[src/hw/fetch_defines.svh]
`ifndef FETCH_DEFINES_SVH
`define FETCH_DEFINES_SVH

// number of buffer words, a power of two.
`define FETCH_DEPTH 8

// width of a buffer index.
`define FETCH_INDEX_W $clog2(`FETCH_DEPTH)

// halfword count that stops prefetch.
// two halfwords short of full, so the word being read is never overwritten.
`define FETCH_LIMIT (2 * `FETCH_DEPTH - 2)

`endif

[src/hw/fetch_pkg.sv]
`default_nettype none
`include "fetch_defines.svh"

package fetch_pkg;

  typedef struct packed {
    logic        valid;
    logic        redirect;  // branch target or fence.
    logic [31:0] addr;
  } fetch_req_t;

  typedef struct packed {
    logic        ready;
    logic        error;
    logic [31:0] rdata;
  } fetch_rsp_t;

  typedef struct packed {
    logic        valid;
    logic [31:0] addr;
  } imem_req_t;

  typedef struct packed {
    logic        ready;
    logic        error;
    logic [31:0] rdata;
  } imem_rsp_t;

  // one instruction word, whole or as two halfwords.
  typedef union packed {
    logic [31:0] word;
    struct packed {
      logic [15:0] hi;
      logic [15:0] lo;
    } half;
  } fetch_word_u;

  typedef struct packed {
    logic [29:0] tag;  // address bits 31:2.
    logic        error;
    fetch_word_u data;
  } buffer_entry_t;

  typedef struct packed {
    logic                      wen;
    logic [`FETCH_INDEX_W-1:0] waddr;
    logic [`FETCH_INDEX_W-1:0] raddr1;
    logic [`FETCH_INDEX_W-1:0] raddr2;
    buffer_entry_t             wdata;
  } ram_wr_t;

  typedef struct packed {
    buffer_entry_t rdata1;
    buffer_entry_t rdata2;
  } ram_rd_t;

endpackage

`default_nettype wire

[src/hw/fetch_buffer.sv]
`timescale 1ns/1ps
`default_nettype none

module fetch_buffer (
  input  logic                  clock,
  input  logic                  reset,
  input  fetch_pkg::fetch_req_t fetch_in,
  output fetch_pkg::fetch_rsp_t fetch_out,
  input  fetch_pkg::imem_rsp_t  imem_in,
  output fetch_pkg::imem_req_t  imem_out
);

  fetch_pkg::ram_wr_t ram_wr;
  fetch_pkg::ram_rd_t ram_rd;

  fetch_buffer_ram ram_i (
    .clock   (clock),
    .ram_in  (ram_wr),
    .ram_out (ram_rd)
  );

  fetch_buffer_ctrl ctrl_i (
    .clock     (clock),
    .reset     (reset),
    .fetch_in  (fetch_in),
    .fetch_out (fetch_out),
    .imem_in   (imem_in),
    .imem_out  (imem_out),
    .ram_out   (ram_wr),
    .ram_in    (ram_rd)
  );

endmodule

`default_nettype wire

[src/hw/fetch_buffer_ctrl.sv]
`timescale 1ns/1ps
`default_nettype none
`include "fetch_defines.svh"

module fetch_buffer_ctrl (
  input  logic                  clock,
  input  logic                  reset,
  input  fetch_pkg::fetch_req_t fetch_in,
  output fetch_pkg::fetch_rsp_t fetch_out,
  input  fetch_pkg::imem_rsp_t  imem_in,
  output fetch_pkg::imem_req_t  imem_out,
  output fetch_pkg::ram_wr_t    ram_out,
  input  fetch_pkg::ram_rd_t    ram_in
);

  localparam int index_w = `FETCH_INDEX_W;
  localparam int count_w = index_w + 2;
  localparam logic [count_w-1:0] fill_limit = count_w'(`FETCH_LIMIT);

  localparam logic [1:0] st_idle     = 2'd0;
  localparam logic [1:0] st_stream   = 2'd1;
  localparam logic [1:0] st_redirect = 2'd2;

  logic [1:0]              state_q;
  logic [1:0]              state_d;
  logic [`FETCH_DEPTH-1:0] valid_q;
  logic [`FETCH_DEPTH-1:0] valid_d;
  logic [31:0]             pf_addr_q;
  logic [31:0]             pf_addr_d;
  logic [31:0]             redir_addr_q;
  logic [31:0]             redir_addr_d;
  logic [count_w-1:0]      count_q;
  logic [count_w-1:0]      count_d;
  logic [count_w-1:0]      count_inc;
  logic                    pend_q;

  logic                     flush;
  logic                     take;
  logic                     wr_en;
  logic [index_w-1:0]       wr_idx;
  logic [index_w-1:0]       rd_idx1;
  logic [index_w-1:0]       rd_idx2;
  logic [31:0]              addr_next;
  logic [29:0]              tag1;
  logic [29:0]              tag2;
  fetch_pkg::buffer_entry_t wr_entry;
  fetch_pkg::buffer_entry_t entry1;
  fetch_pkg::buffer_entry_t entry2;
  logic                     avail1;
  logic                     avail2;
  logic [31:0]              rdata;
  logic                     error;
  logic                     ready;
  logic [1:0]               step;

  // a redirect request is taken in one cycle and returns no data.
  assign flush = fetch_in.valid & fetch_in.redirect;
  assign take  = fetch_in.valid & ~fetch_in.redirect & (state_q == st_stream);

  // responses during a redirect are dropped.
  assign wr_en  = imem_in.ready & (state_q == st_stream) & ~flush;
  assign wr_idx = pf_addr_q[index_w+1:2];

  assign wr_entry.tag       = pf_addr_q[31:2];
  assign wr_entry.error     = imem_in.error;
  assign wr_entry.data.word = imem_in.rdata;

  assign addr_next = fetch_in.addr + 32'd4;
  assign rd_idx1   = fetch_in.addr[index_w+1:2];
  assign rd_idx2   = addr_next[index_w+1:2];
  assign tag1      = fetch_in.addr[31:2];
  assign tag2      = addr_next[31:2];

  assign ram_out.wen    = wr_en;
  assign ram_out.waddr  = wr_idx;
  assign ram_out.raddr1 = rd_idx1;
  assign ram_out.raddr2 = rd_idx2;
  assign ram_out.wdata  = wr_entry;

  // hit detection, with bypass of the word arriving this cycle.
  always_comb begin
    entry1 = ram_in.rdata1;
    avail1 = valid_q[rd_idx1] && (ram_in.rdata1.tag == tag1);
    if (wr_en && (wr_entry.tag == tag1)) begin
      entry1 = wr_entry;
      avail1 = 1'b1;
    end
    entry2 = ram_in.rdata2;
    avail2 = valid_q[rd_idx2] && (ram_in.rdata2.tag == tag2);
    if (wr_en && (wr_entry.tag == tag2)) begin
      entry2 = wr_entry;
      avail2 = 1'b1;
    end
  end

  // instruction assembly; low bits 2'b11 mark a 32-bit instruction.
  always_comb begin
    rdata = 32'h0;
    error = 1'b0;
    ready = 1'b0;
    step  = 2'd0;
    if (!fetch_in.addr[1]) begin
      if (entry1.data.half.lo[1:0] != 2'b11) begin
        rdata = {16'h0, entry1.data.half.lo};  // compressed.
        step  = 2'd1;
      end else begin
        rdata = entry1.data.word;
        step  = 2'd2;
      end
      error = entry1.error;
      ready = take & avail1;
    end else if (entry1.data.half.hi[1:0] != 2'b11) begin
      rdata = {16'h0, entry1.data.half.hi};  // compressed, upper half.
      error = entry1.error;
      step  = 2'd1;
      ready = take & avail1;
    end else begin
      // split instruction, error from the second word.
      rdata = {entry2.data.half.lo, entry1.data.half.hi};
      error = entry2.error;
      step  = 2'd2;
      ready = take & avail1 & avail2;
    end
  end

  assign fetch_out.ready = ready;
  assign fetch_out.error = error;
  assign fetch_out.rdata = rdata;

  // the outstanding request is held through a redirect.
  always_comb begin
    case (state_q)
      st_stream:   imem_out.valid = (count_q < fill_limit);
      st_redirect: imem_out.valid = pend_q;
      default:     imem_out.valid = 1'b0;
    endcase
  end

  assign imem_out.addr = pf_addr_q;

  always_comb begin
    state_d      = state_q;
    valid_d      = valid_q;
    pf_addr_d    = pf_addr_q;
    redir_addr_d = redir_addr_q;
    count_inc    = count_q + (wr_en ? count_w'(2) : count_w'(0));
    count_d      = count_inc;
    if (ready && (count_w'(step) <= count_inc)) begin
      count_d = count_inc - count_w'(step);
    end
    case (state_q)
      st_idle: begin
        state_d = st_stream;
      end
      st_stream: begin
        if (wr_en) begin
          valid_d[wr_idx] = 1'b1;
          pf_addr_d       = pf_addr_q + 32'd4;
        end
      end
      st_redirect: begin
        // drained or nothing in flight.
        if (imem_in.ready || !pend_q) begin
          state_d   = st_stream;
          pf_addr_d = {redir_addr_q[31:2], 2'b00};
        end
      end
      default: begin
        state_d = st_idle;
      end
    endcase
    if (flush) begin
      state_d      = st_redirect;
      redir_addr_d = fetch_in.addr;
      valid_d      = '0;
      count_d      = '0;
    end
  end

  always_ff @(posedge clock) begin
    if (!reset) begin
      state_q      <= st_idle;
      valid_q      <= '0;
      pf_addr_q    <= '0;
      redir_addr_q <= '0;
      count_q      <= '0;
      pend_q       <= 1'b0;
    end else begin
      state_q      <= state_d;
      valid_q      <= valid_d;
      pf_addr_q    <= pf_addr_d;
      redir_addr_q <= redir_addr_d;
      count_q      <= count_d;
      pend_q       <= imem_out.valid & ~imem_in.ready;  // request in flight.
    end
  end

endmodule

`default_nettype wire

[src/hw/fetch_buffer_ram.sv]
`timescale 1ns/1ps
`default_nettype none
`include "fetch_defines.svh"

module fetch_buffer_ram (
  input  logic               clock,
  input  fetch_pkg::ram_wr_t ram_in,
  output fetch_pkg::ram_rd_t ram_out
);

  fetch_pkg::buffer_entry_t mem [`FETCH_DEPTH];

  // word holding the instruction start.
  assign ram_out.rdata1 = mem[ram_in.raddr1];
  // following word, for split instructions.
  assign ram_out.rdata2 = mem[ram_in.raddr2];

  always_ff @(posedge clock) begin
    if (ram_in.wen) begin
      mem[ram_in.waddr] <= ram_in.wdata;
    end
  end

endmodule

`default_nettype wire

[config.mk]
export PLATFORM = sky130hd
export DESIGN_NAME = fetch_buffer
export DESIGN_NICKNAME = d
export VERILOG_FILES = /design/src/hw/fetch_pkg.sv /design/src/hw/fetch_buffer.sv /design/src/hw/fetch_buffer_ctrl.sv /design/src/hw/fetch_buffer_ram.sv
export VERILOG_INCLUDE_DIRS = /design/src /design/src/hw
export SDC_FILE = /design/constraint.sdc
export NUM_CORES = 1
export LEC_CHECK = 0
export BUFFER_PORTS_ARGS = -buffer_cell sky130_fd_sc_hd__buf_2
export CAP_MARGIN = 25
export CORE_UTILIZATION = 45
export DETAILED_ROUTE_END_ITERATION = 12
export PLACE_DENSITY = 0.65
export SLEW_MARGIN = 20
export SYNTH_ARGS = -nofsm -noshare
export SYNTH_HDL_FRONTEND = slang
export SYNTH_SLANG_ARGS = --single-unit
[constraint.sdc]
create_clock -name clock -period 20.4 [get_ports clock]
set_input_delay 4.08 -clock clock [delete_from_list [all_inputs] [get_ports clock]]
set_output_delay 4.08 -clock clock [all_outputs]
set_load 0.05 [all_outputs]
==> results of run 1 <==
## sequential cells by signal, summed over array words and instances, names as in the netlist
register and flops:
ctrl_i.valid_q 8, ctrl_i.state_q 2, ctrl_i.redir_addr_q 30, ctrl_i.count_q 5, ctrl_i.pend_q 1, ram_i.mem 504, ctrl_i.pf_addr_q 30
## critical path: stages
cell       delay, ns
buf_6           0.43
buf_4           0.84
nand4_4         0.23
or4_1           0.78
or4_1           0.65
xnor2_1         0.17
a2111oi_0       0.45
nand4_1         0.23
nor4b_4         0.29
buf_4           0.44
nor3_1          0.10
a31oi_1         0.21
o21a_1          0.21
buf_2           0.28
## layer usage
layer	vias to the layer above	part of all wire, %	routed length (um)
met5	-	0	0
met4	0	2.5	2097
met3	135	7.9	6591
met2	931	47	38940
met1	10027	43	35400
li1	8556	-	-
## worst paths after layout
path	startpoint	end	cells after the start
min	ctrl_i.count_q[0]	ctrl_i.count_q[0]	2
min reg2reg	ctrl_i.count_q[0]	ctrl_i.count_q[0]	2
max	fetch_in[4]	fetch_out[32]	14
max reg2reg	ctrl_i.state_q[1]	ctrl_i.count_q[4]	19
## layout by cell type, fill, tap and decap left out, drive strengths merged, types with 72 or more instances in the layout
| master | instances |
|---|---|
| buf | 183 |
| clkbuf | 81 |
| dfxtp | 76 |
| edfxtp | 504 |
| mux2i | 161 |
| mux4 | 176 |
| nand2 | 227 |
| nor2 | 85 |
| o21ai | 79 |
| xnor2 | 72 |
## metrics by stage
step	std cells	util, %	setup WS [ns]	cell area, um^2
3_3_place_gp	3019	47.88	6.781	30920
2_1_floorplan	2159	-	8.378	29470
6_report	3134	50.93	6.708	32890
3_5_place_dp	3020	47.92	6.759	30950
5_1_grt	3133	50.93	6.442	32890
4_1_cts	3129	50.84	6.749	32840
## layout make-up
cell class	instances	share of cell area [%]
Antenna cell	3	0.02282
Clock buffer	81	4.736
Clock inverter	28	1.008
Inverter	22	0.2511
Multi-Input combinational cell	1382	36.70
Sequential cell	580	50.64
Tap cell	855	3.253
Timing Repair Buffer	183	3.393
## power by group through the flow
stage / Sequential [mW] / Combinational, mW / Clock (mW)
floorplan: 1.33 / 0.220 / 0
global placement: 1.33 / 0.311 / 0
detailed placement: 1.33 / 0.315 / 0
CTS: 1.30 / 0.316 / 1.08
global route: 1.30 / 0.341 / 1.12
finish: 1.30 / 0.319 / 1.06
## logic make-up after synthesis
| kind of cell | count (synthesis) |
|---|---|
| compound gates | 280 |
| xor+xnor | 118 |
| fa+ha+maj | 11 |
| buf+inv | 197 |
| flops | 580 |
| mux | 347 |
| other cells | 1 |
| simple gates | 624 |
==> results.cfg, run 1 <==
[die]
rows = 93
io_pins = 137
start_util_pct = 45.63
dieArea_mm2 = 0.06652
coreArea_mm2 = 0.06458
die_h_um = 257.9
dieWidth_um = 257.9

[placed_design]
io_buffers = 133
gp_congestion = 0.9226
hpwl_um = 52210

[logic_synthesis]
synth_top_family_by_area = multiplexers
synth_adder_area_share_pct = 0.4840
synth_xor_area_share_pct = 3.532
ys_seq_area_share_pct = 56.52
netlist_area_mm2 = 0.02947
ys_ff_latch = 580
yosysMostFrequentCell = edfxtp_1
synth_cell_type_count = 74
async_reset_ff_share_pct = 0
synth_cells = 2158
yosysTopAreaCell = edfxtp_1
yosys.area_share.simple_pct = 10.94
yosys-top-cells-count = edfxtp_1 (504), nand2_1 (227), mux4_2 (176), mux2i_1 (161), clkbuf_1 (96)
synthTopCellsByArea = edfxtp_1 (51%), mux4_2 (13%), mux2i_1 (5.5%)
netlist.area_leader.share_pct = 51.36
synth_compound_area_share_pct = 6.360
avgSynthCellArea_um2 = 13.66
synthMuxAreaShare_pct = 19.30
synth-edff-count = 504
synthFlopType = edfxtp_1
synth_warnings = 0

[route]
vias = 19649
detail_route.wl_per_cell_um = 26.49
wl_um = 83030
ant_nets = 0
route.detailed.drc = 0
firstDrtPassIters = 5
via_per_inst = 6.270
first_iter_violations = 2096

[layout]
multi_input_area_mm2 = 0.01207
areaGrowthSynthToFinish_pct = 11.61
n_fill_cell = 5382
seqCellArea_mm2 = 0.01666
num-nets-final = 2307
drive_gt1_share_pct = 21.49

[sta]
hold_violations = 0
setup_viol = 0
maxSlewViolCount = 0
worst_slew_pin_slew_ns = 1.038
finClkSkew_ns = 0.05484
max_slew_margin_pct = 30.78
tns_ns = 0
whs_ns = 0.4613
rsz0062_at_grt = no
max_freq_mhz = 73.04
post-route-min-period_ns = 13.69
finalCritPeriodShare_pct = 67.12

[setup_path]
crit_path_start_kind = input port
crit_arrival_ns = 9.61
worstSetupEndpointType = output pin
critPathRequiredTime_ns = 16.32
critPathMaxFanout = 52
r2r_slack_ns = 13.69
crit_type = in -> out

[global_routing]
antenna_found_initial = 3
grt.busiest_layer = met2
grt_pass1_vias = 19283
grt_overflow = 0
grtUsageMet3_pct = 4.005
grt_use_met2_pct = 39.28
grt_max_degree = 113
grt_pass1_wl_um = 123800
use_met1_pct = 35.25
track_usage_pct = 24.79

[worst_hold_path]
holdCritPathClass = reg -> reg

[clock_tree]
htreeDepth = 2
numCtsBuffers = 58
cts_root_buf = clkbuf_16
cts.hold.buffers_added = 0
post_cts_resized = 0
clock_sinks = 580
clkTransAtPathRegs_ns = 0.06
post-cts-setup-buffers = 0
cts_tree = built
cts_buffer_depth = 3
worst_skew_pair.late_latency_ns = 0.66

[pwr]
peakVddDrop_mv = 0.06951
p_seq_share_pct = 48.5
power_switching_uw = 675.2
swShare_pct = 25.14
power_density_mw_per_mm2 = 81.65
p_comb_share_pct = 11.9
power_leakage_nw = 11.23
internal-power_mw = 2.010
clockPowerShare_pct = 39.6
p_total_mw = 2.685

[run]
drv_cap = 0

[run_status]
status = completed
(Power assumes the default switching activity.)
==> inputs of run 2 (changes only) <==
==> constraint.sdc (replaced) <==
create_clock -name clock -period 13.2 [get_ports clock]
set_input_delay 2.64 -clock clock [delete_from_list [all_inputs] [get_ports clock]]
set_output_delay 2.64 -clock clock [all_outputs]
set_load 0.05 [all_outputs]
==> results.cfg, run 2 (same netlist as run 1, synthesis figures left out) <==
[placed_design]
gp_congestion = 0.9182
io_buffers = 133
hpwl_um = 52710

[layout]
regMostFlops = ram_i.mem
num-nets-final = 2303
largest_registers = ram_i.mem: 504 flops, ctrl_i.pf_addr_q: 30 flops, ctrl_i.redir_addr_q: 30 flops
most-common-layout-cells = edfxtp_1 (504), nand2_1 (227), mux4_2 (176)
n_fill_cell = 5396
areaGrowthSynthToFinish_pct = 12.27
final_common_cell = edfxtp_1
largest_register_ffs = 504
drive_gt1_share_pct = 21.92

[worst_hold_path]
hold_end = ctrl_i.redir_addr_q[18]
min_from = ctrl_i.redir_addr_q[18]
holdPathStages = 2
holdCritPathClass = reg -> reg

[setup_path]
cp_slowest_stage_delay_ns = 0.79
crit_path_start_kind = input port
r2r_start = ctrl_i.state_q[1]
crit_type = in -> out
reg2regPathDepth = 19
path_buf_inv = 4
worstSetupEndpointType = output pin
crit_chain = buf_6 -> buf_4 -> and2_1 -> nand3_1 -> nor3_1 -> a311oi_1 -> a211o_1 -> a221o_1 -> nor4b_4 -> buf_4 -> nor3_1 -> a31oi_1 -> o21a_1 -> buf_2
critical_path.slowest_cell = buf_4
reg2reg_to = ctrl_i.count_q[4]
crit_arrival_ns = 7.77
critPathMaxFanout = 54
r2r_slack_ns = 6.50
critical_path.top_delay_family = simple AND/OR/NAND/NOR gates
critPathRequiredTime_ns = 10.56

[clock_tree]
htreeDepth = 2
post-cts-setup-buffers = 0
post_cts_resized = 0
clkTransAtPathRegs_ns = 0.06
worst_skew_pair.late_latency_ns = 0.66
cts_tree = built
clock_sinks = 580
numCtsBuffers = 58
cts_buffer_depth = 3
cts.hold.buffers_added = 0
cts_root_buf = clkbuf_16

[sta]
post-route-min-period_ns = 10.41
max_slew_margin_pct = 32.17
finalCritPeriodShare_pct = 78.84
max_freq_mhz = 96.09
rsz0062_at_grt = no
finClkSkew_ns = 0.04325
worst_slew_pin_slew_ns = 1.017
maxSlewViolCount = 0
tns_ns = 0
hold_violations = 0
setup_viol = 0

[route]
detail_route.wl_per_cell_um = 26.47
route.detailed.drc = 0
ant_nets = 0
via_per_inst = 6.284
firstDrtPassIters = 5
first_iter_violations = 2131
vias = 19675
wl_um = 82880

[pwr]
power_leakage_nw = 11.32
p_total_mw = 4.303
peakVddDrop_mv = 0.1038
power_density_mw_per_mm2 = 130.1

[die]
dieWidth_um = 257.9
dieArea_mm2 = 0.06652
start_util_pct = 45.63
io_pins = 137
rows = 93
die_h_um = 257.9
coreArea_mm2 = 0.06458

[global_routing]
track_usage_pct = 24.66
antenna_found_initial = 6
grt_overflow = 0
grt_pass1_wl_um = 123100
grt_pass1_vias = 19359
grt_max_degree = 66

[run]
drv_cap = 0

[run_status]
status = completed
==> run 2: cell count changes in the layout (fill, tap and decap cells not counted), moves of 2 or more <==
cell / before / now
bufinv_16: 5 / 12
clkbuf_1: 21 / 4
inv_6: 2 / 4
clkinvlp_4: 4 / 6
buf_4: 47 / 40
clkinv_1: 5 / 9
==> run 2: stage by stage <==
stage	std cells	instance area, um^2	setup slack, ns	util, %	hold WS, ns
floorplan	2159	29470	2.920	-	0.4383
finish	3131	33090	2.793	51.23	0.4604
global placement	3012	30870	2.837	47.79	0.4521
detailed placement	3014	30890	2.758	47.83	0.4621
global route	3128	33080	2.512	51.22	0.4826
CTS	3123	32990	2.728	51.09	0.4702
==> run 2: area by class of cell <==
type                       instances  area, um^2  share of cell area (%)
inverter                          22       82.58                  0.2496
multi-input combinational       1382       12070                   36.48
sequential                       580       16660                   50.34
clock buffer                      63        1480                   4.474
antenna                            4       10.01                 0.03025
clock inverter                    46       623.1                   1.883
tap                              855        1070                   3.233
timing repair buffer             179        1096                   3.313
==> run 2: report_power, final <==
| part | total (mW) | internal [mW] | switching (mW) |
|---|---|---|---|
| registers | 2.01 | 2.00 | 0.0119 |
| clock network | 1.80 | 1.06 | 0.741 |
| logic | 0.492 | 0.179 | 0.313 |
| total | 4.30 | 3.24 | 1.07 |
==> run 2: routing by layer <==
| layer | track usage [%] | part of all wire (%) | wire [um] |
|---|---|---|---|
| met5 | 0 | 0.033 | 27 |
| met4 | 9.073 | 3.4 | 2786 |
| met1 | 34.03 | 42 | 34680 |
| met2 | 39.02 | 47 | 39050 |
| met3 | 4.603 | 7.6 | 6332 |
==> run 2: worst max path at each step <==
| stage | startpoint | end | slack (ns) | depth (start not counted) |
|---|---|---|---|---|
| 2_1_floorplan | fetch_in[32] | ram_i.mem[1][0] | 2.92 | 3 |
| 3_3_place_gp | fetch_in[3] | fetch_out[32] | 2.84 | 14 |
| 3_5_place_dp | fetch_in[3] | fetch_out[32] | 2.76 | 14 |
| 4_1_cts | fetch_in[3] | fetch_out[32] | 2.73 | 14 |
| 5_1_grt | fetch_in[3] | fetch_out[32] | 2.51 | 14 |
| 6_report | fetch_in[3] | fetch_out[32] | 2.79 | 14 |
==> run 2: worst min-delay path, stage by stage, from the launching register on <==
cell and delay, ns:
dfxtp_1 0.30, nand2_1 0.05, a21boi_0 0.06
